## src/rtl/soc_cfg.svh

```systemverilog
`ifndef SOC_CFG_SVH
`define SOC_CFG_SVH

//====================
// Address map
//====================

// ROM and RAM windows share one block RAM
`define SOC_MEM_BASE     32'h00000000
`define SOC_MEM_LIMIT    32'h00020000

// LED register and cycle counter
`define SOC_SYS_BASE     32'h50000000
`define SOC_SYS_LIMIT    32'h50000010

//====================
// Targets
//====================

// Depth in 32-bit words, fills the memory window
`define SOC_RAM_WORDS    32768

`define SOC_LED_WIDTH    10

`define SOC_CYCLE_RESET  32'd0

`endif
```

## src/rtl/soc_pkg.sv

```systemverilog
package soc_pkg;

	// One bus transfer as driven by a requester
	typedef struct packed
	{
		logic        rw;       // 1 is a write
		logic [31:0] address;
		logic [31:0] wdata;
	} bus_req_t;

	// Target answer, ready is a single-cycle pulse
	typedef struct packed
	{
		logic [31:0] rdata;
		logic        ready;
	} bus_rsp_t;

	// Targets on the single-port bus
	typedef enum logic [1:0]
	{
		TARGET_MEM  = 2'd0,
		TARGET_SYS  = 2'd1,
		TARGET_NONE = 2'd2
	} target_sel_t;

endpackage

```

## src/rtl/bus_decoder.sv

```systemverilog
`timescale 1ns/100ps

`include "soc_cfg.svh"

module bus_decoder
(
	input  logic               clock,
	input  logic               i_reset,

	// From the arbiter
	input  logic               i_request,
	input  soc_pkg::bus_req_t  i_bus,
	output soc_pkg::bus_rsp_t  o_bus,

	// Target side
	output logic               o_mem_request,
	output logic               o_sys_request,
	input  soc_pkg::bus_rsp_t  i_mem,
	input  soc_pkg::bus_rsp_t  i_sys
);

	import soc_pkg::*;

	target_sel_t sel;
	logic [31:0] mem_offset;
	logic [31:0] sys_offset;
	logic        none_ready;

	// Range checks on offsets from each base
	assign mem_offset = i_bus.address - `SOC_MEM_BASE;
	assign sys_offset = i_bus.address - `SOC_SYS_BASE;

	always_comb
	begin
		if (mem_offset < (`SOC_MEM_LIMIT - `SOC_MEM_BASE))
			sel = TARGET_MEM;
		else if (sys_offset < (`SOC_SYS_LIMIT - `SOC_SYS_BASE))
			sel = TARGET_SYS;
		else
			sel = TARGET_NONE;
	end

	assign o_mem_request = i_request && (sel == TARGET_MEM);
	assign o_sys_request = i_request && (sel == TARGET_SYS);

	//====================
	// Unmapped addresses
	//====================

	// Answer once so the bus cannot hang
	always_ff @(posedge clock)
	begin
		if (i_reset)
			none_ready <= 1'b0;
		else
			none_ready <= i_request && (sel == TARGET_NONE) && !none_ready;
	end

	// Response back to the arbiter
	always_comb
	begin
		o_bus = '0;
		case (sel)
			TARGET_MEM:
				o_bus = i_mem;
			TARGET_SYS:
				o_bus = i_sys;
			default:
				o_bus.ready = none_ready;
		endcase
		o_bus.ready = o_bus.ready && i_request;
	end

endmodule

```

## config.mk

```make
export PLATFORM = sky130hd
export DESIGN_NAME = bus_decoder
export DESIGN_NICKNAME = d
export VERILOG_FILES = /design/src/rtl/soc_pkg.sv /design/src/rtl/bus_decoder.sv
export VERILOG_INCLUDE_DIRS = /design/src /design/src/rtl
export SDC_FILE = /design/constraint.sdc
export NUM_CORES = 1
export LEC_CHECK = 0
export ABC_AREA = 1
export BUFFER_PORTS_ARGS = -buffer_cell sky130_fd_sc_hd__buf_4
export CAP_MARGIN = 20
export CORE_MARGIN = 10
export CORE_UTILIZATION = 22
export CTS_CLUSTER_DIAMETER = 200
export CTS_CLUSTER_SIZE = 12
export DETAILED_ROUTE_END_ITERATION = 7
export GPL_TIMING_DRIVEN = 0
export PLACE_DENSITY = 0.73
export SYNTH_ARGS = -nofsm -noshare
export SYNTH_HDL_FRONTEND = slang
export SYNTH_SLANG_ARGS = --single-unit
```

## constraint.sdc

```tcl
create_clock -name clock -period 1.05 [get_ports clock]
set_input_delay 0.105 -clock clock [delete_from_list [all_inputs] [get_ports clock]]
set_output_delay 0.105 -clock clock [all_outputs]
set_load 0.02 [all_outputs]
```

== Word level (Yosys, flattened, before mapping) ==
Cells that the tools add are included.
Cells by class
  $add $sub $neg: 1
  magnitude comparators: 2
  equality and inequality tests: 2
  multiplexer cells: 4
  reductions and logical operators: 7
Operators with widths (count)
  case mux 32 bit (2 select lines): 1
  less-than comparator 32 x 18 -> 1 bit, second input constant: 1
  less-than comparator 32 x 5 -> 1 bit, second input constant: 1
  subtractor 32 x 31 -> 32 bit, second input constant: 1
  logical AND 1 bit: 5
  two-way mux 2 bit: 2
  equality test 2 x 1 -> 1 bit, second input constant: 1
  equality test 2 bit, second input constant: 1
  zero test 2 bit: 1
  case mux 1 bit (2 select lines): 1
  zero test 1 bit: 1
Word-level totals
  register bits: 1
  input port bits: 134
  output and inout bits: 35
  word-level logic and storage cells: 17

== Depth between registers and ports, before layout ==
  word-level depth: 7
  gate-level depth with buffers: 9
  depth with buffers taken out: 9

== Worst setup path before layout ==
No wires, ideal clock.
  path kind: input port to output port
  from: input port i_bus[57] in the netlist's numbering
  to: output port o_bus[0] in the netlist's numbering
  data arrival time: 1.069 ns
  data required time: 0.945 ns
  path slack: -0.124 ns
  stages on the path: 9
  buffers on the path: 0
  cells stage by stage: nor2_1 > nand2_1 > nor2_1 > inv_2 > nor2_4 > nor2_1 > nand2_1 > nand2_1 > nor2_1
RTL lines
  start, declared: RTL line bus_decoder.sv:12  | input soc_pkg::bus_req_t i_bus,
  end, declared: RTL line bus_decoder.sv:13  | output soc_pkg::bus_rsp_t o_bus,

==> qor.txt <==
combinational share of power -> 91.5%
post-layout instance area -> 0.00275 sq mm
critical path launch point type -> input port
share of layout cells above drive strength 1 -> 80.7%
Post-Syn Area per Cell -> 4.48 sq um
mux share of post-synthesis cell area -> 0%
fill count -> 243
Via density -> 4.73
worst hold-check slack -> 270 ps
initial cell density of the core -> 23.6%
Syn Nets -> 315
row count -> 21
Routability Congestion -> 0.776
CP most frequent cell -> buf_6
minimum clock period -> 1380 ps
post-synthesis xor/xnor area fraction -> 0%
HP Class -> input port to flop
die width -> 80.7 microns
number of distinct library cells after synthesis -> 15
post-synthesis cell count -> 181
flops & latches, synth -> 1
initial antenna violation count -> 0
Layout Nets -> 467
Antenna diodes -> 0
vias -> 1,783
final wirelength -> 6.22 mm
Largest stage delay, worst path -> 140 ps
clk_lat worst skew -> 0 ps
Synth Area in Compound Gates -> 0.617%
most common cell after layout, fill and taps aside -> buf_4
cell area power density -> 182 mW/mm^2
grt ovf -> 0
family with the most delay on the worst path -> simple AND/OR/NAND/NOR gates
synthesized area -> 811 sq um
Post-Synth Simple-Gate Area -> 82.6%
DP Area -> 0.00194 sq mm
gr usage total -> 15.4%
Finished Layout Cells -> 377
Fin. Hold Viols -> 0
CP required -> 940 ps
Wirelength per Cell -> 16.5 microns
critical-path cell list -> buf_4, nor2_2, nand2_1, nor2_1, nand2_1, nor2_4, buf_6, buf_6, nand3_2, nand2_2, buf_6
critical path's slowest cell -> nor2_4
number of hold buffers added after cts -> 0
Worst setup EP type -> output pin
Slew Viols, Final -> 0
Final HPWL DP -> 4.24 mm
max reg flops -> 1
commonest cells after routing, fill and taps aside -> buf_4 (86), buf_6 (62), nand2_2 (42)
die area -> 0.00651 sq mm
Seq pwr share -> 8.5%
Max-Cap Viols -> 0
failing checks -> negative setup slack
CP Max Fanout -> 5
P&R area growth vs syn -> 240%
Rel. slew slack -> 82.0%
register area share after synthesis -> 2.47%
setup TNS -> -10,360 ps
core area -> 0.00344 sq mm
vias in the first global route -> 1,699
clk slew on worst S/H paths -> 0 ps
Final Setup Violations -> 36
DP Cell Count -> 358
synth warn -> 0
Residual DRC -> 0
largest net degree at the start of global routing -> 11
Biggest register -> none_ready
Least-Margin Pin Slew -> 268 ps
adder-cell share of the synthesized area -> 0%
peak supply drop -> 0.214 mV
biggest regs -> none_ready x1
Max Fclk -> 0.726 GHz
Sw Share -> 32.3%
Pre-Repair DR Iteration Count -> 4
# IOs -> 169
Buf+Inv Stages, Crit Path -> 4
worst setup margin -> -327 ps
crit path DAT -> 1270 ps
WS Path Type -> input port to output pin
number of DRC markers in iteration 0 -> 36
Tcrit/Tclk final -> 131%
unrepaired setup endpoints after global routing -> yes
Lkg Pwr -> 1.38 nW
Final ANT Viol Nets -> 0
DIE HEIGHT -> 80.7 microns
Clk pwr share -> 0%
first-pass GRT wire length -> 8.36 mm
largest family of logic cells by synthesized area -> simple AND/OR/NAND/NOR gates
Worst Skew -> 0 ps
number of I/O port buffers -> 131
Psw -> 162 uW
outcome -> finished, violations left
Int Power -> 340 uW
[cell type report]
class	count	area (sq um)	area share (%)
Buffer	9	128	4.64
Inverter	15	56.3	2.05
Multi-Input combinational cell	156	1100	40.0
Sequential cell	1	20.0	0.727
Tap cell	46	57.6	2.09
Timing Repair Buffer	150	1390	50.5
[cell usage after synthesis]
| cell type | instances | area share, % |
|---|---|---|
| inv_2 | 1 | 0.46 |
| buf_2 | 3 | 1.9 |
| dfxtp_1 | 1 | 2.5 |
| nand4_1 | 1 | 0.77 |
| inv_1 | 14 | 6.5 |
| nor2_1 | 24 | 11 |
| nand3b_1 | 1 | 0.93 |
| nor2_2 | 1 | 0.77 |
| nor3_1 | 4 | 2.5 |
| buf_4 | 6 | 5.6 |
| nand3_1 | 37 | 23 |
| nor2_4 | 2 | 2.8 |
| o21ai_1 | 1 | 0.62 |
| nand2_1 | 84 | 39 |
| nor3_4 | 1 | 2.0 |
[power groups by stage]
| stage | clock network [mW] | logic (mW) | registers [mW] |
|---|---|---|---|
| 2_1_floorplan | 0 | 0.0563 | 0.0414 |
| 3_3_place_gp | 0 | 0.339 | 0.0414 |
| 3_5_place_dp | 0 | 0.343 | 0.0415 |
| 4_1_cts | 0 | 0.404 | 0.0427 |
| 5_1_grt | 0 | 0.490 | 0.0429 |
| 6_report | 0 | 0.459 | 0.0427 |
[metal layers]
metal | wire length (microns) | up-vias | GRT usage [%]
li1 | - | 872 | -
met1 | 2110 | 824 | 15.5
met4 | 116 | 0 | 1.73
met5 | 0 | - | 0
met2 | 3490 | 77 | 31.1
met3 | 498 | 10 | 4.34
[timing repair]
action / CTS / global route
gates cloned: 6 / 0
pin swaps: 32 / 25
setup endpoints to repair: 36 / 36
buffers inserted: 10 / 4
gates resized for setup: 109 / 65
[kinds of logic (layout without fill, tap and decap cells)]
logic type / Yosys count / in the layout
AOI/OAI and AO/OA: 1 / 1
buffers and inverters: 24 / 174
DFF: 1 / 1
and+or+nand+nor: 155 / 155
[final timing paths]
kind,from,slack (ps),depth (start not counted),end
min,i_reset,270,2,none_ready
min reg2reg,none_ready,540,3,none_ready
max reg2reg,none_ready,390,3,none_ready
max,i_bus[40],-330,11,o_bus[8]
[metrics by stage]
stage               worst slack [ps]  utilization, %  power [mW]
floorplan                      -29.8               -      0.0977
global placement                -410            56.4       0.380
detailed placement              -414            56.4       0.384
CTS                             -297            71.6       0.447
global route                    -406            80.0       0.533
finish                          -327            80.0       0.502
No activity file was read; power rests on OpenSTA's default activity.
