<file path="src/rtl/soc_cfg.svh">
`ifndef SOC_CFG_SVH
`define SOC_CFG_SVH

//====================
// Address map
//====================

// ROM and RAM windows share one block RAM
`define SOC_MEM_BASE     32'h00000000
`define SOC_MEM_LIMIT    32'h00020000

// LED register and cycle counter
`define SOC_SYS_BASE     32'h50000000
`define SOC_SYS_LIMIT    32'h50000010

//====================
// Targets
//====================

// Depth in 32-bit words, fills the memory window
`define SOC_RAM_WORDS    32768

`define SOC_LED_WIDTH    10

`define SOC_CYCLE_RESET  32'd0

`endif
</file>
<file path="src/rtl/soc_pkg.sv">
package soc_pkg;

	// One bus transfer as driven by a requester
	typedef struct packed
	{
		logic        rw;       // 1 is a write
		logic [31:0] address;
		logic [31:0] wdata;
	} bus_req_t;

	// Target answer, ready is a single-cycle pulse
	typedef struct packed
	{
		logic [31:0] rdata;
		logic        ready;
	} bus_rsp_t;

	// Targets on the single-port bus
	typedef enum logic [1:0]
	{
		TARGET_MEM  = 2'd0,
		TARGET_SYS  = 2'd1,
		TARGET_NONE = 2'd2
	} target_sel_t;

endpackage

</file>
<file path="src/rtl/sys_registers.sv">
`timescale 1ns/100ps

`include "soc_cfg.svh"

module sys_registers
(
	input  logic                       clock,
	input  logic                       i_reset,
	input  logic                       i_request,
	input  soc_pkg::bus_req_t          i_bus,
	output soc_pkg::bus_rsp_t          o_bus,
	output logic [`SOC_LED_WIDTH-1:0]  o_leds
);

	localparam logic [1:0] OFFSET_LEDS  = 2'd0;
	localparam logic [1:0] OFFSET_CYCLE = 2'd1;

	logic [`SOC_LED_WIDTH-1:0] led_q;
	logic [31:0]               cycle_q;
	logic [31:0]               rdata_q;
	logic                      ready_q;
	logic                      accept;
	logic [1:0]                offset;

	// Window is four words wide
	assign offset = i_bus.address[3:2];
	assign accept = i_request && !ready_q;

	//====================
	// Registers
	//====================

	always_ff @(posedge clock)
	begin
		if (i_reset)
		begin
			led_q <= '0;
			ready_q <= 1'b0;
		end
		else
		begin
			ready_q <= accept;
			if (accept && i_bus.rw && (offset == OFFSET_LEDS))
				led_q <= i_bus.wdata[`SOC_LED_WIDTH-1:0];
		end
	end

	// Free-running cycle counter, writes have no effect
	always_ff @(posedge clock)
	begin
		if (i_reset)
			cycle_q <= `SOC_CYCLE_RESET;
		else
			cycle_q <= cycle_q + 32'd1;
	end

	// Read data sampled with the request
	always_ff @(posedge clock)
	begin
		if (accept)
		begin
			case (offset)
				OFFSET_LEDS:
					rdata_q <= {{(32 - `SOC_LED_WIDTH){1'b0}}, led_q};
				OFFSET_CYCLE:
					rdata_q <= cycle_q;
				default:
					rdata_q <= 32'd0;
			endcase
		end
	end

	assign o_bus.rdata = rdata_q;
	assign o_bus.ready = ready_q;
	assign o_leds = led_q;

endmodule

</file>
<file path="config.mk">
export PLATFORM = sky130hd
export DESIGN_NAME = sys_registers
export DESIGN_NICKNAME = d
export VERILOG_FILES = /design/src/rtl/soc_pkg.sv /design/src/rtl/sys_registers.sv
export VERILOG_INCLUDE_DIRS = /design/src /design/src/rtl
export SDC_FILE = /design/constraint.sdc
export NUM_CORES = 1
export LEC_CHECK = 0
export ABC_CLOCK_PERIOD_IN_PS = 4800
export BUFFER_PORTS_ARGS = -buffer_cell sky130_fd_sc_hd__buf_2
export CORE_ASPECT_RATIO = 1.4
export CORE_MARGIN = 5
export CORE_UTILIZATION = 50
export CTS_CLUSTER_SIZE = 30
export DETAILED_ROUTE_END_ITERATION = 10
export GPL_TIMING_DRIVEN = 0
export PLACE_DENSITY = 0.91
export SYNTH_ARGS = -nofsm -noshare
export SYNTH_HDL_FRONTEND = slang
export SYNTH_SLANG_ARGS = --single-unit
</file>
<file path="constraint.sdc">
create_clock -name clock -period 4.8 [get_ports clock]
set_input_delay 0.72 -clock clock [delete_from_list [all_inputs] [get_ports clock]]
set_output_delay 0.72 -clock clock [all_outputs]
set_load 0.02 [all_outputs]
</file>
After elaboration in Yosys (flattened, before gate mapping)

Cells that the tools add are included.

Equality and inequality tests: 1
Reduce and logical (&&, ||, !) cells: 5
Add/sub/neg operators: 1
Multiplexer cells: 1

Operators by type and width:

| kind                                                 | number |
|---|---|
| one-hot mux 32 bit (2 select lines)                  | 1 |
| adder 32 x 1 -> 32 bit (second input constant)       | 1 |
| logical AND 1 bit                                    | 3 |
| equality test 2 x 1 -> 1 bit (second input constant) | 1 |
| zero test 2 bit                                      | 1 |
| zero test 1 bit                                      | 1 |

Output and inout bits: 43
Word-level logic and storage cells: 12
Bits in registers: 75
Input port bits: 68

Depth between registers and ports, before layout

Depth after elaboration: 4
Depth in mapped cells: 6
Gate-level depth less buffers: 5

Least setup slack after synthesis

Ideal clock, no wire load.

Kind: reg-to-reg
Start: register cycle_q[8]
End: register cycle_q[31]
Data arrival time: 1898 ps
Period minus slack after synthesis: 2022 ps
Setup slack: 2778 ps
Required time: 4677 ps
Library setup time: 123 ps
Cell stages (with the launch flop): 6
Path buffers: 1
Cell sequence: dfxtp_1 -> nand4_2 -> or4_4 -> buf_2 -> nor4_1 -> mux2_1

Longest elaborated chain between the ends: 1

Ends and longest elaborated chain:

| element                | line                | source |
|---|---|---|
| from (decl)            | sys_registers.sv:19 | `logic [31:0] cycle_q;` |
| from (signal assigned) | sys_registers.sv:52 | `` cycle_q <= `SOC_CYCLE_RESET; `` |
| from (signal assigned) | sys_registers.sv:54 | `cycle_q <= cycle_q + 32'd1;` |
| adder 32 x 1 -> 32 bit | sys_registers.sv:54 |  |

No other way between the ends.
A chain may end at the register's enable or synchronous reset.

Worst setup path in the final report

Start: register cycle_q[2]
End: register cycle_q[23]

Same word-level chain as after synthesis.

==> reports/qor.yml <==
critical_path:
  crit_path_start_kind: "flip-flop"
  end_kind: "flip-flop"
  r2r_setup_slack_ns: 2.43
  required_ns: 5.04
  crit_type: "reg2reg"
  worstPathMaxFanout: 10
  arrival_ns: 2.61
clock_network:
  root_buffer: "clkbuf_8"
  cts_tree: "yes"
  post_cts_buffers: 0
  htreeDepth: 3
  cts_hold_buffers: 0
  worstSkewPairLatency_ns: 0.35
  cts_resized: 0
  cts_buffer_depth: 2
  cts_buffers: 9
  clock_sinks: 75
  clkTransAtPathRegs_ns: 0.08
routing:
  wirelength_um: 7110
  num_vias: 2527
  drtIter0Drc: 240
  drc: 0
  drt-wirelength-per-cell_um: 16.1
  antenna_left: 0
  drtPass1Iterations: 4
  routed_via_density: 5.70
pwr:
  switching_share: 0.226
  p_leak_nw: 1.41
  ir_worst_vdd_v: 0.000186
  powerDensity_nw_per_um2: 349
  power.internal_mw: 1.03
  power.switching_mw: 0.300
  clkPwrFrac: 0.426
  seqPwrFrac: 0.517
  power_frac_comb: 0.057
synthesis:
  synthArstFlopShare: 0
  syn-instance-count: 298
  yosys_warnings: 0
  synth_edf_count: 32
  ys.flop_type: "dfxtp_1"
  synth-seq-cells: 75
  syn-num-nets: 367
  ys_seq_area_frac: 0.570
  synth_area_um2: 3190
  syn_avg_cell_area_um2: 10.7
  synth_cell_types: 38
timing:
  fin_tns_setup_ns: 0
  max_freq_mhz: 422
  skew_ns: 0.0107
  layout_worst_path_cycle_share: 0.494
  holdWs_ns: 0.500
  worst_slew_pin_slew_ns: 1.19
  slew_violations: 0
  setup_violations: 0
  fin_crit_ns: 2.37
  finalWorstSetupSlack_ns: 2.43
  slew-limit-headroom: 0.206
  hold_violations: 0
  rsz0062_at_grt: "false"
finish:
  fin_nets: 435
  diodes: 0
  drive_gt1_frac: 0.213
  nFillCells: 474
  areaGrowthSynthToFinish_pct: 19.2
  stdcell_area_um2: 3810
run:
  drv_cap: 0
grt:
  antenna_found_initial: 0
  grt_max_degree: 33
  grt_pass1_wl_um: 11800
  overflow: 0
  grt_usage: 0.181
  grt_pass1_vias: 2391
floorplan:
  fp.dieW_um: 77.6
  initial_core_util: 0.514
  num_rows: 34
  die_area_um2: 8110
  io_pins: 111
  core_um2: 6210
  die_h_um: 105
place:
  dpl.hpwl_um: 5040
  io_buffer_count: 57
  placed_area_um2: 3570
  routabilityCongestion: 0.901
  dpl_worst_slack_ns: 2.45
run_status:
  status: "finished clean"
min_path:
  min_path_type: "reg2reg"
-- cell usage after synthesis (3+ instances only) --
| cell | number | area share |
|---|---|---|
| xnor2_1 | 7 | 0.019 |
| nor4_1 | 5 | 0.0098 |
| nand2_1 | 13 | 0.015 |
| or4_1 | 13 | 0.031 |
| inv_1 | 7 | 0.0082 |
| and4_1 | 4 | 0.011 |
| nor2b_1 | 4 | 0.0078 |
| xor2_1 | 4 | 0.011 |
| clkbuf_1 | 13 | 0.015 |
| mux2i_1 | 20 | 0.063 |
| nand3_1 | 11 | 0.017 |
| and2_1 | 23 | 0.045 |
| a21oi_1 | 17 | 0.027 |
| dfxtp_1 | 43 | 0.27 |
| nand4_1 | 4 | 0.0078 |
| nor2_1 | 36 | 0.042 |
| nor3_1 | 4 | 0.0063 |
| edfxtp_1 | 32 | 0.30 |
| o31ai_1 | 12 | 0.028 |
| buf_1 | 3 | 0.0035 |
-- path summary, 6_finish.rpt --
check         startpoint          end  depth (start not counted)
max           cycle_q[2]  cycle_q[23]                          6
min          cycle_q[30]  cycle_q[30]                          2
max reg2reg   cycle_q[2]  cycle_q[23]                          6
min reg2reg  cycle_q[30]  cycle_q[30]                          2
-- through the flow --
step	utilization	cells	total power [mW]
6_report	0.613	443	1.33
4_1_cts	0.613	443	1.33
3_5_place_dp	0.575	427	0.778
5_1_grt	0.613	443	1.37
2_1_floorplan	-	298	0.748
3_3_place_gp	0.575	427	0.776
-- critical path: stages (launching register included) --
cell	delay [ns]
dfxtp_1	0.31
clkbuf_1	0.29
nand3_1	0.28
or2_1	0.38
buf_1	0.29
nor4_1	0.36
mux2_1	0.35
-- power groups by stage --
| stage | Sequential (mW) | Clock (mW) | Combinational, mW |
|---|---|---|---|
| floorplan | 0.720 | 0 | 0.0283 |
| global placement | 0.702 | 0 | 0.0739 |
| detailed placement | 0.702 | 0 | 0.0760 |
| CTS | 0.688 | 0.566 | 0.0768 |
| global route | 0.689 | 0.595 | 0.0819 |
| finish | 0.687 | 0.566 | 0.0758 |
-- cell type report --
class / count / area [um2] / area share
Sequential cell: 75 / 1820 / 0.479
Multi-Input combinational cell: 197 / 1260 / 0.332
Timing Repair Buffer: 57 / 285 / 0.0750
Clock buffer: 11 / 153 / 0.0401
Tap cell: 72 / 90.1 / 0.0237
Clock inverter: 5 / 83.8 / 0.0220
Buffer: 19 / 83.8 / 0.0220
Inverter: 7 / 26.3 / 0.00690
-- metal layers --
layer,global-route usage,vias up,part of all wire
met4,0.0713,0,0.027
met2,0.326,87,0.55
li1,-,1206,-
met1,0.199,1214,0.37
met5,0,-,0
met3,0.0473,20,0.048
-- sequential cells by signal, summed over array words and instances (netlist names) --
signal,cells
cycle_q,32
o_leds,10
rdata_q,32
ready_q,1
-- cells by family (layout without fill, tap and decap cells) --
| group | count (synthesis) | in the layout | share of synthesized area |
|---|---|---|---|
| mux | 22 | 22 | 0.0697 |
| fa+ha+maj | 1 | 1 | 0.00392 |
| xor+xnor | 11 | 11 | 0.0302 |
| compound gates | 34 | 34 | 0.0662 |
| simple gates | 129 | 129 | 0.225 |
| buf+inv | 26 | 99 | 0.0345 |
| flops | 75 | 75 | 0.570 |
-- layout by cell type, fill, tap and decap left out, types with 2 or more instances in the layout --
cell,instances
a21oi_1,17
and2_1,23
and4_1,4
buf_1,3
buf_2,58
bufinv_16,2
clkbuf_1,14
clkbuf_8,9
clkinvlp_4,2
dfxtp_1,43
edfxtp_1,32
inv_1,7
mux2_1,2
mux2i_1,20
nand2_1,13
nand3_1,11
nand4_1,4
nand4bb_1,2
nor2_1,36
nor2b_1,4
nor3_1,4
nor4_1,5
o21ai_0,2
o31ai_1,12
o41ai_1,2
or3_1,2
or4_1,13
xnor2_1,7
xor2_1,4
No activity file was read; power rests on OpenSTA's default activity.
