[src/rtl/soc_cfg.svh]
`ifndef SOC_CFG_SVH
`define SOC_CFG_SVH

//====================
// Address map
//====================

// ROM and RAM windows share one block RAM
`define SOC_MEM_BASE     32'h00000000
`define SOC_MEM_LIMIT    32'h00020000

// LED register and cycle counter
`define SOC_SYS_BASE     32'h50000000
`define SOC_SYS_LIMIT    32'h50000010

//====================
// Targets
//====================

// Depth in 32-bit words, fills the memory window
`define SOC_RAM_WORDS    32768

`define SOC_LED_WIDTH    10

`define SOC_CYCLE_RESET  32'd0

`endif
[src/rtl/soc_pkg.sv]
package soc_pkg;

	// One bus transfer as driven by a requester
	typedef struct packed
	{
		logic        rw;       // 1 is a write
		logic [31:0] address;
		logic [31:0] wdata;
	} bus_req_t;

	// Target answer, ready is a single-cycle pulse
	typedef struct packed
	{
		logic [31:0] rdata;
		logic        ready;
	} bus_rsp_t;

	// Targets on the single-port bus
	typedef enum logic [1:0]
	{
		TARGET_MEM  = 2'd0,
		TARGET_SYS  = 2'd1,
		TARGET_NONE = 2'd2
	} target_sel_t;

endpackage

[src/rtl/bus_access.sv]
`timescale 1ns/100ps

module bus_access
(
	input  logic               clock,
	input  logic               i_reset,

	// Port A, instruction fetch, read only
	input  logic               i_pa_request,
	input  soc_pkg::bus_req_t  i_pa,
	output soc_pkg::bus_rsp_t  o_pa,

	// Port B, data access
	input  logic               i_pb_request,
	input  soc_pkg::bus_req_t  i_pb,
	output soc_pkg::bus_rsp_t  o_pb,

	// Single-port bus
	output logic               o_bus_request,
	output soc_pkg::bus_req_t  o_bus,
	input  soc_pkg::bus_rsp_t  i_bus
);

	import soc_pkg::*;

	typedef enum logic [1:0]
	{
		ST_IDLE    = 2'd0,
		ST_GRANT_A = 2'd1,
		ST_GRANT_B = 2'd2
	} state_t;

	state_t   state;
	bus_req_t bus_q;
	bus_req_t pa_read;

	// Instruction port never writes
	always_comb
	begin
		pa_read = i_pa;
		pa_read.rw = 1'b0;
	end

	//====================
	// Grant FSM
	//====================

	// Port B wins when both ask in the same cycle
	always_ff @(posedge clock)
	begin
		if (i_reset)
		begin
			state <= ST_IDLE;
		end
		else
		begin
			case (state)
				ST_IDLE:
				begin
					if (i_pb_request)
						state <= ST_GRANT_B;
					else if (i_pa_request)
						state <= ST_GRANT_A;
				end
				default:
				begin
					// One idle cycle after every transfer
					if (i_bus.ready)
						state <= ST_IDLE;
				end
			endcase
		end
	end

	// Transfer captured at grant, held until ready
	always_ff @(posedge clock)
	begin
		if (state == ST_IDLE)
		begin
			if (i_pb_request)
				bus_q <= i_pb;
			else if (i_pa_request)
				bus_q <= pa_read;
		end
	end

	assign o_bus_request = (state != ST_IDLE);
	assign o_bus = bus_q;

	//====================
	// Response routing
	//====================

	always_comb
	begin
		o_pa = '0;
		o_pb = '0;
		if (state == ST_GRANT_A)
			o_pa = i_bus;
		if (state == ST_GRANT_B)
			o_pb = i_bus;
	end

endmodule

[config.mk]
export PLATFORM = sky130hd
export DESIGN_NAME = bus_access
export DESIGN_NICKNAME = d
export VERILOG_FILES = /design/src/rtl/soc_cfg.svh /design/src/rtl/soc_pkg.sv /design/src/rtl/bus_access.sv
export SDC_FILE = /design/constraint.sdc
export NUM_CORES = 1
export LEC_CHECK = 0
export BUFFER_PORTS_ARGS = -buffer_cell sky130_fd_sc_hd__buf_2
export CORE_AREA = 2 2 117 119
export CTS_CLUSTER_SIZE = 30
export DETAILED_ROUTE_END_ITERATION = 12
export DIE_AREA = 0 0 119 121
export SYNTH_ARGS = -nofsm -noshare
export SYNTH_HDL_FRONTEND = slang
export SYNTH_SLANG_ARGS = --single-unit
[constraint.sdc]
create_clock -name clock -period 3.65 [get_ports clock]
set_clock_uncertainty 0.15 [all_clocks]
set_input_delay 0.1825 -clock clock [delete_from_list [all_inputs] [get_ports clock]]
set_output_delay 0.1825 -clock clock [all_outputs]
set_load 0.01 [all_outputs]
Yosys cells after proc, flatten, opt, wreduce, memory -nomap -nowiden --
Cells that the tools add are included.
Word-level totals: register bits after elaboration 67, output and inout port bits 132, word-level logic and storage cells 21, input bits 167
Cells by class: reduce and logical (&&, ||, !) cells 6, multiplexer cells 8, equality and inequality tests 3
Operators by type and width (count):
- $mux W65 | 2
- $mux W33 | 2
- $mux W2 | 4
- $reduce_bool A2 Y1 | 3
- $reduce_and A2 Y1 | 2
- $ne A3 B3 Y1 const B | 1
- $eq A2 B1 Y1 const B | 1
- $eq A2 B2 Y1 const B | 1
- $logic_not A2 Y1 | 1

Logic depth before layout (Yosys ltp) --
Gate-level depths: netlist (run 1).
depth after elaboration 3, mapped depth 4, depth with buffers taken out 2

Worst setup path after synthesis (run 1) --
Ideal clock, no wire load.
path kind flip-flop to flip-flop, start point register state[0], end point register bus_q (netlist bit o_bus[0]) (enable), path buffers 0, cell stages (with the launch flop) 3, path slack -390 ps, required time 3011 ps, data arrival time 3401 ps, library setup time 489 ps, clock period less this slack 4040 ps, cell sequence dfxtp_1 > or2_2 > nor2_1
On the way: longest elaborated chain between the ends 2
Ends and longest elaborated chain:
- from (decl) | RTL line bus_access.sv:33 | state_t state;
- from (signal assigned) | RTL line bus_access.sv:53 | state <= ST_IDLE;
- from (signal assigned) | RTL line bus_access.sv:61 | state <= ST_GRANT_B;
- from (signal assigned) | RTL line bus_access.sv:63 | state <= ST_GRANT_A;
- $logic_not A2 Y1 | RTL line bus_access.sv:78 | if (state == ST_IDLE)
- $reduce_and A2 Y1 (no line)
- to (signal assigned) | RTL line bus_access.sv:81 | bus_q <= i_pb;
- to (signal assigned) | RTL line bus_access.sv:83 | bus_q <= pa_read;
- to (decl) | RTL line bus_access.sv:34 | bus_req_t bus_q;
No other way between the ends. A chain may end at the register's enable or synchronous reset.

Worst setup path in the final report (run 1) --
start point input port i_pb_request, end point register bus_q (netlist bit o_bus[55]) (data pin)
On the way: longest elaborated chain between the ends 1
Ends and longest elaborated chain:
- from (decl) | RTL line bus_access.sv:14 | input logic i_pb_request,
- $mux W65 | RTL line bus_access.sv:80 | if (i_pb_request)
No other way between the ends.

==> flow_summary.json, run 1 <==
{
  "core_area_um2": 13100,
  "first_global_vias": 3337,
  "max_freq_ghz": 0.426,
  "synth_area_um2": 3260,
  "post_synth_and_or_nand_nor_area_fraction": 0.147,
  "leakage_nw": 2.86,
  "hold_class": "primary input to register",
  "combinational_family_with_the_most_area_after_synthesis": "multiplexers",
  "place.gp.congestion": 0.682,
  "io_buffers": 297,
  "comb_power_share": 0.222,
  "syn_nets": 389,
  "grt_use_total": 0.143,
  "timing.critical_path.cells": "buf_2 -> buf_4 -> mux2_2 -> dlygate4sd3_1",
  "avgSynthCellArea_um2": 14.7,
  "slew_viol_final": 0,
  "clock_sinks": 67,
  "dp.final_hpwl_um": 7680,
  "power_report.internal_total_mw": 1.68,
  "post-route-period-util": 0.644,
  "synthMuxAreaShare": 0.221,
  "clock_latency_ns": 0.33,
  "startpoint_type": "primary input",
  "timing.final.hold_violations": 0,
  "place.detailed.instances": 686,
  "initial_core_util": 0.249,
  "grt_max_degree": 40,
  "die_area_um2": 14400,
  "timing_worst_slew_pin_value_ns": 0.764,
  "reg2reg_depth": 3,
  "synth_fa_ha_area_frac": 0,
  "remaining_drc_errors": 0,
  "instance_count_of_the_mapped_netlist": 222,
  "final.setup.tns_ns": 0,
  "cts.root.buffer_cell": "sky130_fd_sc_hd__clkbuf_16",
  "design.portCount": 299,
  "rr_startpoint": "state[0]$_SDFFE_PP0P_",
  "timing.slew.headroom": 0.491,
  "sequential_cell_area_fraction_in_the_yosys_report": 0.611,
  "synth_compound_area_frac": 0.00307,
  "critical_path.top_delay_family": "buffers and inverters",
  "layout.nets": 766,
  "post-cts-setup-buffer-count": 0,
  "crit_type": "primary input to register",
  "cts-buffers-inserted": 9,
  "power_frac_clock": 0.342,
  "post_cts.resized_instances": 0,
  "timing.critical_path.arrival_ns": 2.27,
  "cp_max_fo": 39,
  "report.final.setup_viol": 0,
  "drive_above_1_share": 0.627,
  "period_needed_ns": 2.35,
  "outcome": "completed",
  "drt_iter0_markers": 103,
  "worstSetupEndpointType": "register",
  "end_of_the_worst_register_to_register_path": "o_bus[7]$_DFFE_PP_",
  "irDropWorstVdd_uv": 204,
  "synth_xor_area_frac": 0,
  "ant_nets": 0,
  "fp.dieH_um": 121,
  "hold_depth": 2,
  "hold_path.startpoint": "i_pb[58]",
  "cap_violations": 0,
  "synth.distinct_cells": 14,
  "hold_path_end": "o_bus[58]$_DFFE_PP_",
  "data_required_time_at_the_worst_endpoint_ns": 3.57,
  "global_route_wire_length_before_repair_um": 16100,
  "chipWidth_um": 119,
  "netSwitchingFraction": 0.245,
  "cpPeakStageDelay_ns": 0.57,
  "clkTransAtPathRegs_ns": 0.05,
  "route.final.wire_length_um": 10800,
  "ctsHtreeMaxLevel": 3,
  "insertedDiodeCount": 0,
  "standard_cell_with_the_maximum_stage_delay_on_the_critical_path": "sky130_fd_sc_hd__dlygate4sd3_1",
  "post_layout_nonfiller_instances": 780,
  "powerDensity_nw_per_um2": 371,
  "antenna_found_initial": 0,
  "cts_tree": "built",
  "vias_per_cell": 4.08,
  "yosys_register_bits": 67,
  "number_of_vias_after_detailed_routing": 3181,
  "grt_setup_unrepaired": "no",
  "cts_buffer_depth": 2,
  "synth.yosys.warnings": 0,
  "power_mw": 2.22,
  "count_of_buffer_and_inverter_cells_on_the_critical_path": 3,
  "synth_to_layout_area_growth_pct": 83.8,
  "core.rowCount": 42,
  "aggregate_global_routing_overflow": 0,
  "p_switching_mw": 0.544,
  "seqPwrFrac": 0.437,
  "drt_pass1_iterations": 5,
  "wl_per_cell_um": 13.8,
  "r2r_slack_ns": 1.87
}
## worst reg2reg max path: stages (launching register included)
cell	delay (ns)
sky130_fd_sc_hd__dfxtp_1	0.35
sky130_fd_sc_hd__or2_2	0.34
sky130_fd_sc_hd__nor2_4	0.11
sky130_fd_sc_hd__buf_4	0.43
## power by group through the flow
stage / combinational [mW] / clock (mW) / sequential [mW]
finish: 0.492 / 0.759 / 0.969
global route: 0.533 / 0.816 / 0.979
CTS: 0.491 / 0.790 / 0.970
detailed placement: 0.416 / 0 / 0.984
global placement: 0.409 / 0 / 0.982
floorplan: 0.147 / 0 / 1.03
## synth_stat cells
cell type                   n  area (um2)
sky130_fd_sc_hd__or4b_1     1        10.0
sky130_fd_sc_hd__dfxtp_1    2        40.0
sky130_fd_sc_hd__clkbuf_1   6        22.5
sky130_fd_sc_hd__mux2_2    64         721
sky130_fd_sc_hd__or3b_1     1        8.76
sky130_fd_sc_hd__and2_1    67         419
sky130_fd_sc_hd__nor2b_1    1        6.26
sky130_fd_sc_hd__nor2_1     2        7.51
sky130_fd_sc_hd__edfxtp_1  65        1950
sky130_fd_sc_hd__and2b_1    1        7.51
sky130_fd_sc_hd__nand2b_1   2        12.5
sky130_fd_sc_hd__or2_2      1        6.26
sky130_fd_sc_hd__a21oi_1    2        10.0
sky130_fd_sc_hd__buf_2      7        35.0
## per-stage QoR
step	util	hold slack [ns]	setup slack, ns	cell area, um2
2_1_floorplan	-	0.102	0.699	3260
3_3_place_gp	0.378	0.224	1.58	4940
3_5_place_dp	0.378	0.228	1.48	4940
4_1_cts	0.456	0.000579	1.33	5970
5_1_grt	0.458	0.00120	1.20	5990
6_report	0.458	0.0128	1.30	5990
## metal layers
metal | wire length, um | global-route usage
met5 | 0 | 0
met4 | 204 | 0.0640
met3 | 679 | 0.0362
met2 | 5590 | 0.252
met1 | 4290 | 0.164
## layout make-up
type                       count  area [um2]
sequential                    67        1990
tap                          176         220
clock inverter                 4        27.5
multi-input combinational    142        1220
fill                        1193        7100
timing repair buffer         379        2300
clock buffer                  12         236
## cells by family after synthesis
family,after synthesis
AOI/OAI and AO/OA,2
buffers and inverters,13
DFF,67
muxes,64
and+or+nand+nor,76
## sequential cells by signal, indices dropped and copies added (netlist names)
register and count:
o_bus 65, state 2
## repair_timing
item,4_1_cts,5_1_grt
hold buffers,76,2
endpoints found under the setup margin,0,0
hold endpoints to repair,44,2
## how the worst max path moves through the flow
stage                          start                  end  slack [ns]  cells after the start
2_1_floorplan  state[0]$_SDFFE_PP0P_   o_bus[0]$_DFFE_PP_        0.70                      2
3_3_place_gp            i_pb_request  o_bus[59]$_DFFE_PP_        1.58                      3
3_5_place_dp            i_pb_request  o_bus[61]$_DFFE_PP_        1.48                      3
4_1_cts                 i_pb_request   o_bus[0]$_DFFE_PP_        1.33                      4
5_1_grt                 i_pb_request  o_bus[55]$_DFFE_PP_        1.20                      4
6_report                i_pb_request  o_bus[55]$_DFFE_PP_        1.30                      4
## layout by cell type, fill, tap and decap left out
cell type / instances
sky130_fd_sc_hd__nor2b_1: 1
sky130_fd_sc_hd__or2_2: 1
sky130_fd_sc_hd__a21oi_1: 2
sky130_fd_sc_hd__mux2_2: 64
sky130_fd_sc_hd__dlygate4sd3_1: 78
sky130_fd_sc_hd__or3b_1: 1
sky130_fd_sc_hd__clkbuf_1: 3
sky130_fd_sc_hd__clkbuf_16: 9
sky130_fd_sc_hd__or4b_1: 1
sky130_fd_sc_hd__buf_4: 4
sky130_fd_sc_hd__nor2_4: 1
sky130_fd_sc_hd__nand2b_1: 2
sky130_fd_sc_hd__dfxtp_1: 2
sky130_fd_sc_hd__and2b_1: 1
sky130_fd_sc_hd__nor2_1: 1
sky130_fd_sc_hd__edfxtp_1: 65
sky130_fd_sc_hd__and2_1: 67
sky130_fd_sc_hd__clkinv_4: 1
sky130_fd_sc_hd__clkinv_1: 1
sky130_fd_sc_hd__clkinvlp_4: 2
sky130_fd_sc_hd__buf_2: 297
(Power assumes the default switching activity.)
==> run 2, diff against run 1 <==
--- a/config.mk
+++ b/config.mk
@@ -6,10 +6,10 @@
 export NUM_CORES = 1
 export LEC_CHECK = 0
 export BUFFER_PORTS_ARGS = -buffer_cell sky130_fd_sc_hd__buf_2
-export CORE_AREA = 2 2 117 119
+export CORE_AREA = 2 2 116 118
 export CTS_CLUSTER_SIZE = 30
 export DETAILED_ROUTE_END_ITERATION = 12
-export DIE_AREA = 0 0 119 121
+export DIE_AREA = 0 0 118 120
 export SYNTH_ARGS = -nofsm -noshare
 export SYNTH_HDL_FRONTEND = slang
 export SYNTH_SLANG_ARGS = --single-unit
==> constraint.sdc (replaced) <==
create_clock -name clock -period 2.27 [get_ports clock]
set_clock_uncertainty 0.15 [all_clocks]
set_input_delay 0.1135 -clock clock [delete_from_list [all_inputs] [get_ports clock]]
set_output_delay 0.1135 -clock clock [all_outputs]
set_load 0.01 [all_outputs]
==> run 2 against run 1 <==
Effect of this change: register-to-register slack got worse by 1.4 ns; utilization rose by 4.9 points; final area rose by 9.7%; total power rose by 73%; worst setup slack got worse by 1.0 ns; largest cell class unchanged; largest power group unchanged; via count rose by 8.3%; clock power rose by 83%; combinational power rose by 81%; cell count rose by 7.1%.
==> flow_summary.json, run 2 (synthesis results as in run 1) <==
{
  "final_common_cell": "sky130_fd_sc_hd__buf_2",
  "fp.dieH_um": 120,
  "insertedDiodeCount": 0,
  "cts.root.buffer_cell": "sky130_fd_sc_hd__clkbuf_16",
  "hold-worst-slack_ns": 0.282,
  "startpoint_type": "register",
  "timing.critical_path.arrival_ns": 1.72,
  "crit_type": "register to output pin",
  "aggregate_global_routing_overflow": 0,
  "worstSetupEndpointType": "output pin",
  "post-route-period-util": 0.874,
  "place.gp.congestion": 0.745,
  "preCtsSetupSlack_ns": 0.495,
  "global_route_wire_length_before_repair_um": 17500,
  "drt_pass1_iterations": 4,
  "io_buffers": 297,
  "max_freq_ghz": 0.504,
  "timing.final.ws_setup_ns": 0.286,
  "first_global_vias": 3660,
  "timing_worst_slew_pin_value_ns": 0.749,
  "cts-buffers-inserted": 9,
  "chipWidth_um": 118,
  "remaining_drc_errors": 0,
  "final.setup.tns_ns": 0,
  "grt_max_degree": 44,
  "report.final.setup_viol": 0,
  "powerDensity_nw_per_um2": 583,
  "leakage_nw": 3.12,
  "irDropWorstVdd_uv": 383,
  "clock_sinks": 67,
  "antenna_found_initial": 0,
  "cts_tree": "built",
  "outcome": "completed",
  "slew_viol_final": 0,
  "timing.slew.headroom": 0.501,
  "num-fill-cells": 1145,
  "synth_to_layout_area_growth_pct": 102,
  "timing.final.hold_violations": 0,
  "cts_hold_buffers": 132,
  "cts_buffer_depth": 2,
  "vias_per_cell": 4.13,
  "design.portCount": 299,
  "data_required_time_at_the_worst_endpoint_ns": 2.01,
  "hold_class": "primary input to register",
  "ctsHtreeMaxLevel": 3,
  "dp.final_hpwl_um": 8000,
  "wl_per_cell_um": 13.8,
  "grt_use_total": 0.160,
  "clock_latency_ns": 0.33,
  "cpPeakStageDelay_ns": 0.64,
  "route.final.wire_length_um": 11500,
  "cp_max_fo": 33,
  "largest_register_ffs": 65,
  "post_layout_nonfiller_instances": 835,
  "clkTransAtPathRegs_ns": 0.05,
  "post-cts-setup-buffer-count": 0,
  "core.rowCount": 42,
  "ant_nets": 0,
  "die_area_um2": 14200,
  "layout.nets": 821,
  "cap_violations": 0,
  "core_area_um2": 13000,
  "number_of_vias_after_detailed_routing": 3445,
  "post_cts.resized_instances": 0,
  "drt_iter0_markers": 98,
  "most_used_cells_in_the_layout_excluding_fill_and_tap_cells": "sky130_fd_sc_hd__buf_2 (297), sky130_fd_sc_hd__dlygate4sd3_1 (132), sky130_fd_sc_hd__and2_1 (67)",
  "initial_core_util": 0.251,
  "period_needed_ns": 1.98,
  "place.detailed.instances": 687,
  "grt_setup_unrepaired": "no",
  "timing.critical_path.cells": "and2b_1 -> and2_1 -> buf_2",
  "standard_cell_with_the_maximum_stage_delay_on_the_critical_path": "sky130_fd_sc_hd__and2b_1",
  "drive_above_1_share": 0.578
}
==> run 2: cell count changes in the layout (fill, tap and decap cells not counted), sizes merged <==
cell	previous run	this run
dlygate4sd3	78	132
bufinv	0	1
buf	301	302
clkinv	2	1
clkinvlp	2	0
clkbuf	12	14
==> run 2: power by group <==
group / switching [mW] / internal, mW / total [mW]
clock network: 0.477 / 0.909 / 1.39
logic: 0.379 / 0.512 / 0.892
registers: 0.0310 / 1.53 / 1.56
total: 0.887 / 2.95 / 3.83
==> run 2: layout make-up <==
type | count | area [um2] | share of cell area
repair buffers | 434 | 2850 | 0.433
flip-flops and latches | 67 | 1990 | 0.303
multi-input cells | 142 | 1220 | 0.185
clock buffers | 14 | 264 | 0.0402
well taps | 176 | 220 | 0.0335
clock inverters | 2 | 35.0 | 0.00533
==> run 2: final timing paths <==
kind / start / to / slack [ns] / cells after the start
max: state[1]$_SDFFE_PP0P_ / o_pb[23] / 0.29 / 3
min: i_pb_request / state[1]$_SDFFE_PP0P_ / 0.28 / 4
max reg2reg: state[0]$_SDFFE_PP0P_ / state[0]$_SDFFE_PP0P_ / 0.51 / 3
min reg2reg: state[1]$_SDFFE_PP0P_ / state[1]$_SDFFE_PP0P_ / 0.37 / 2
==> run 2: metal layers <==
metal	share of wire	global-route usage
met2	0.52	0.285
met1	0.39	0.174
met5	0	0
met3	0.071	0.0490
met4	0.025	0.0730
==> run 2: worst max-delay path, delay by kind of cell, from the launching register on <==
kind	cells	cell delay, ns
flip-flops	1	0.39
AND/OR/NAND/NOR	2	0.86
buffers and inverters	1	0.13
==> run 2: stage by stage <==
stage	utilization	total power, mW	cell area [um2]
after global routing	0.506	4.00	6570
after detailed placement	0.382	2.26	4950
after floorplan	-	1.89	3270
after CTS	0.506	3.89	6570
after global placement	0.382	2.24	4950
final	0.506	3.83	6570
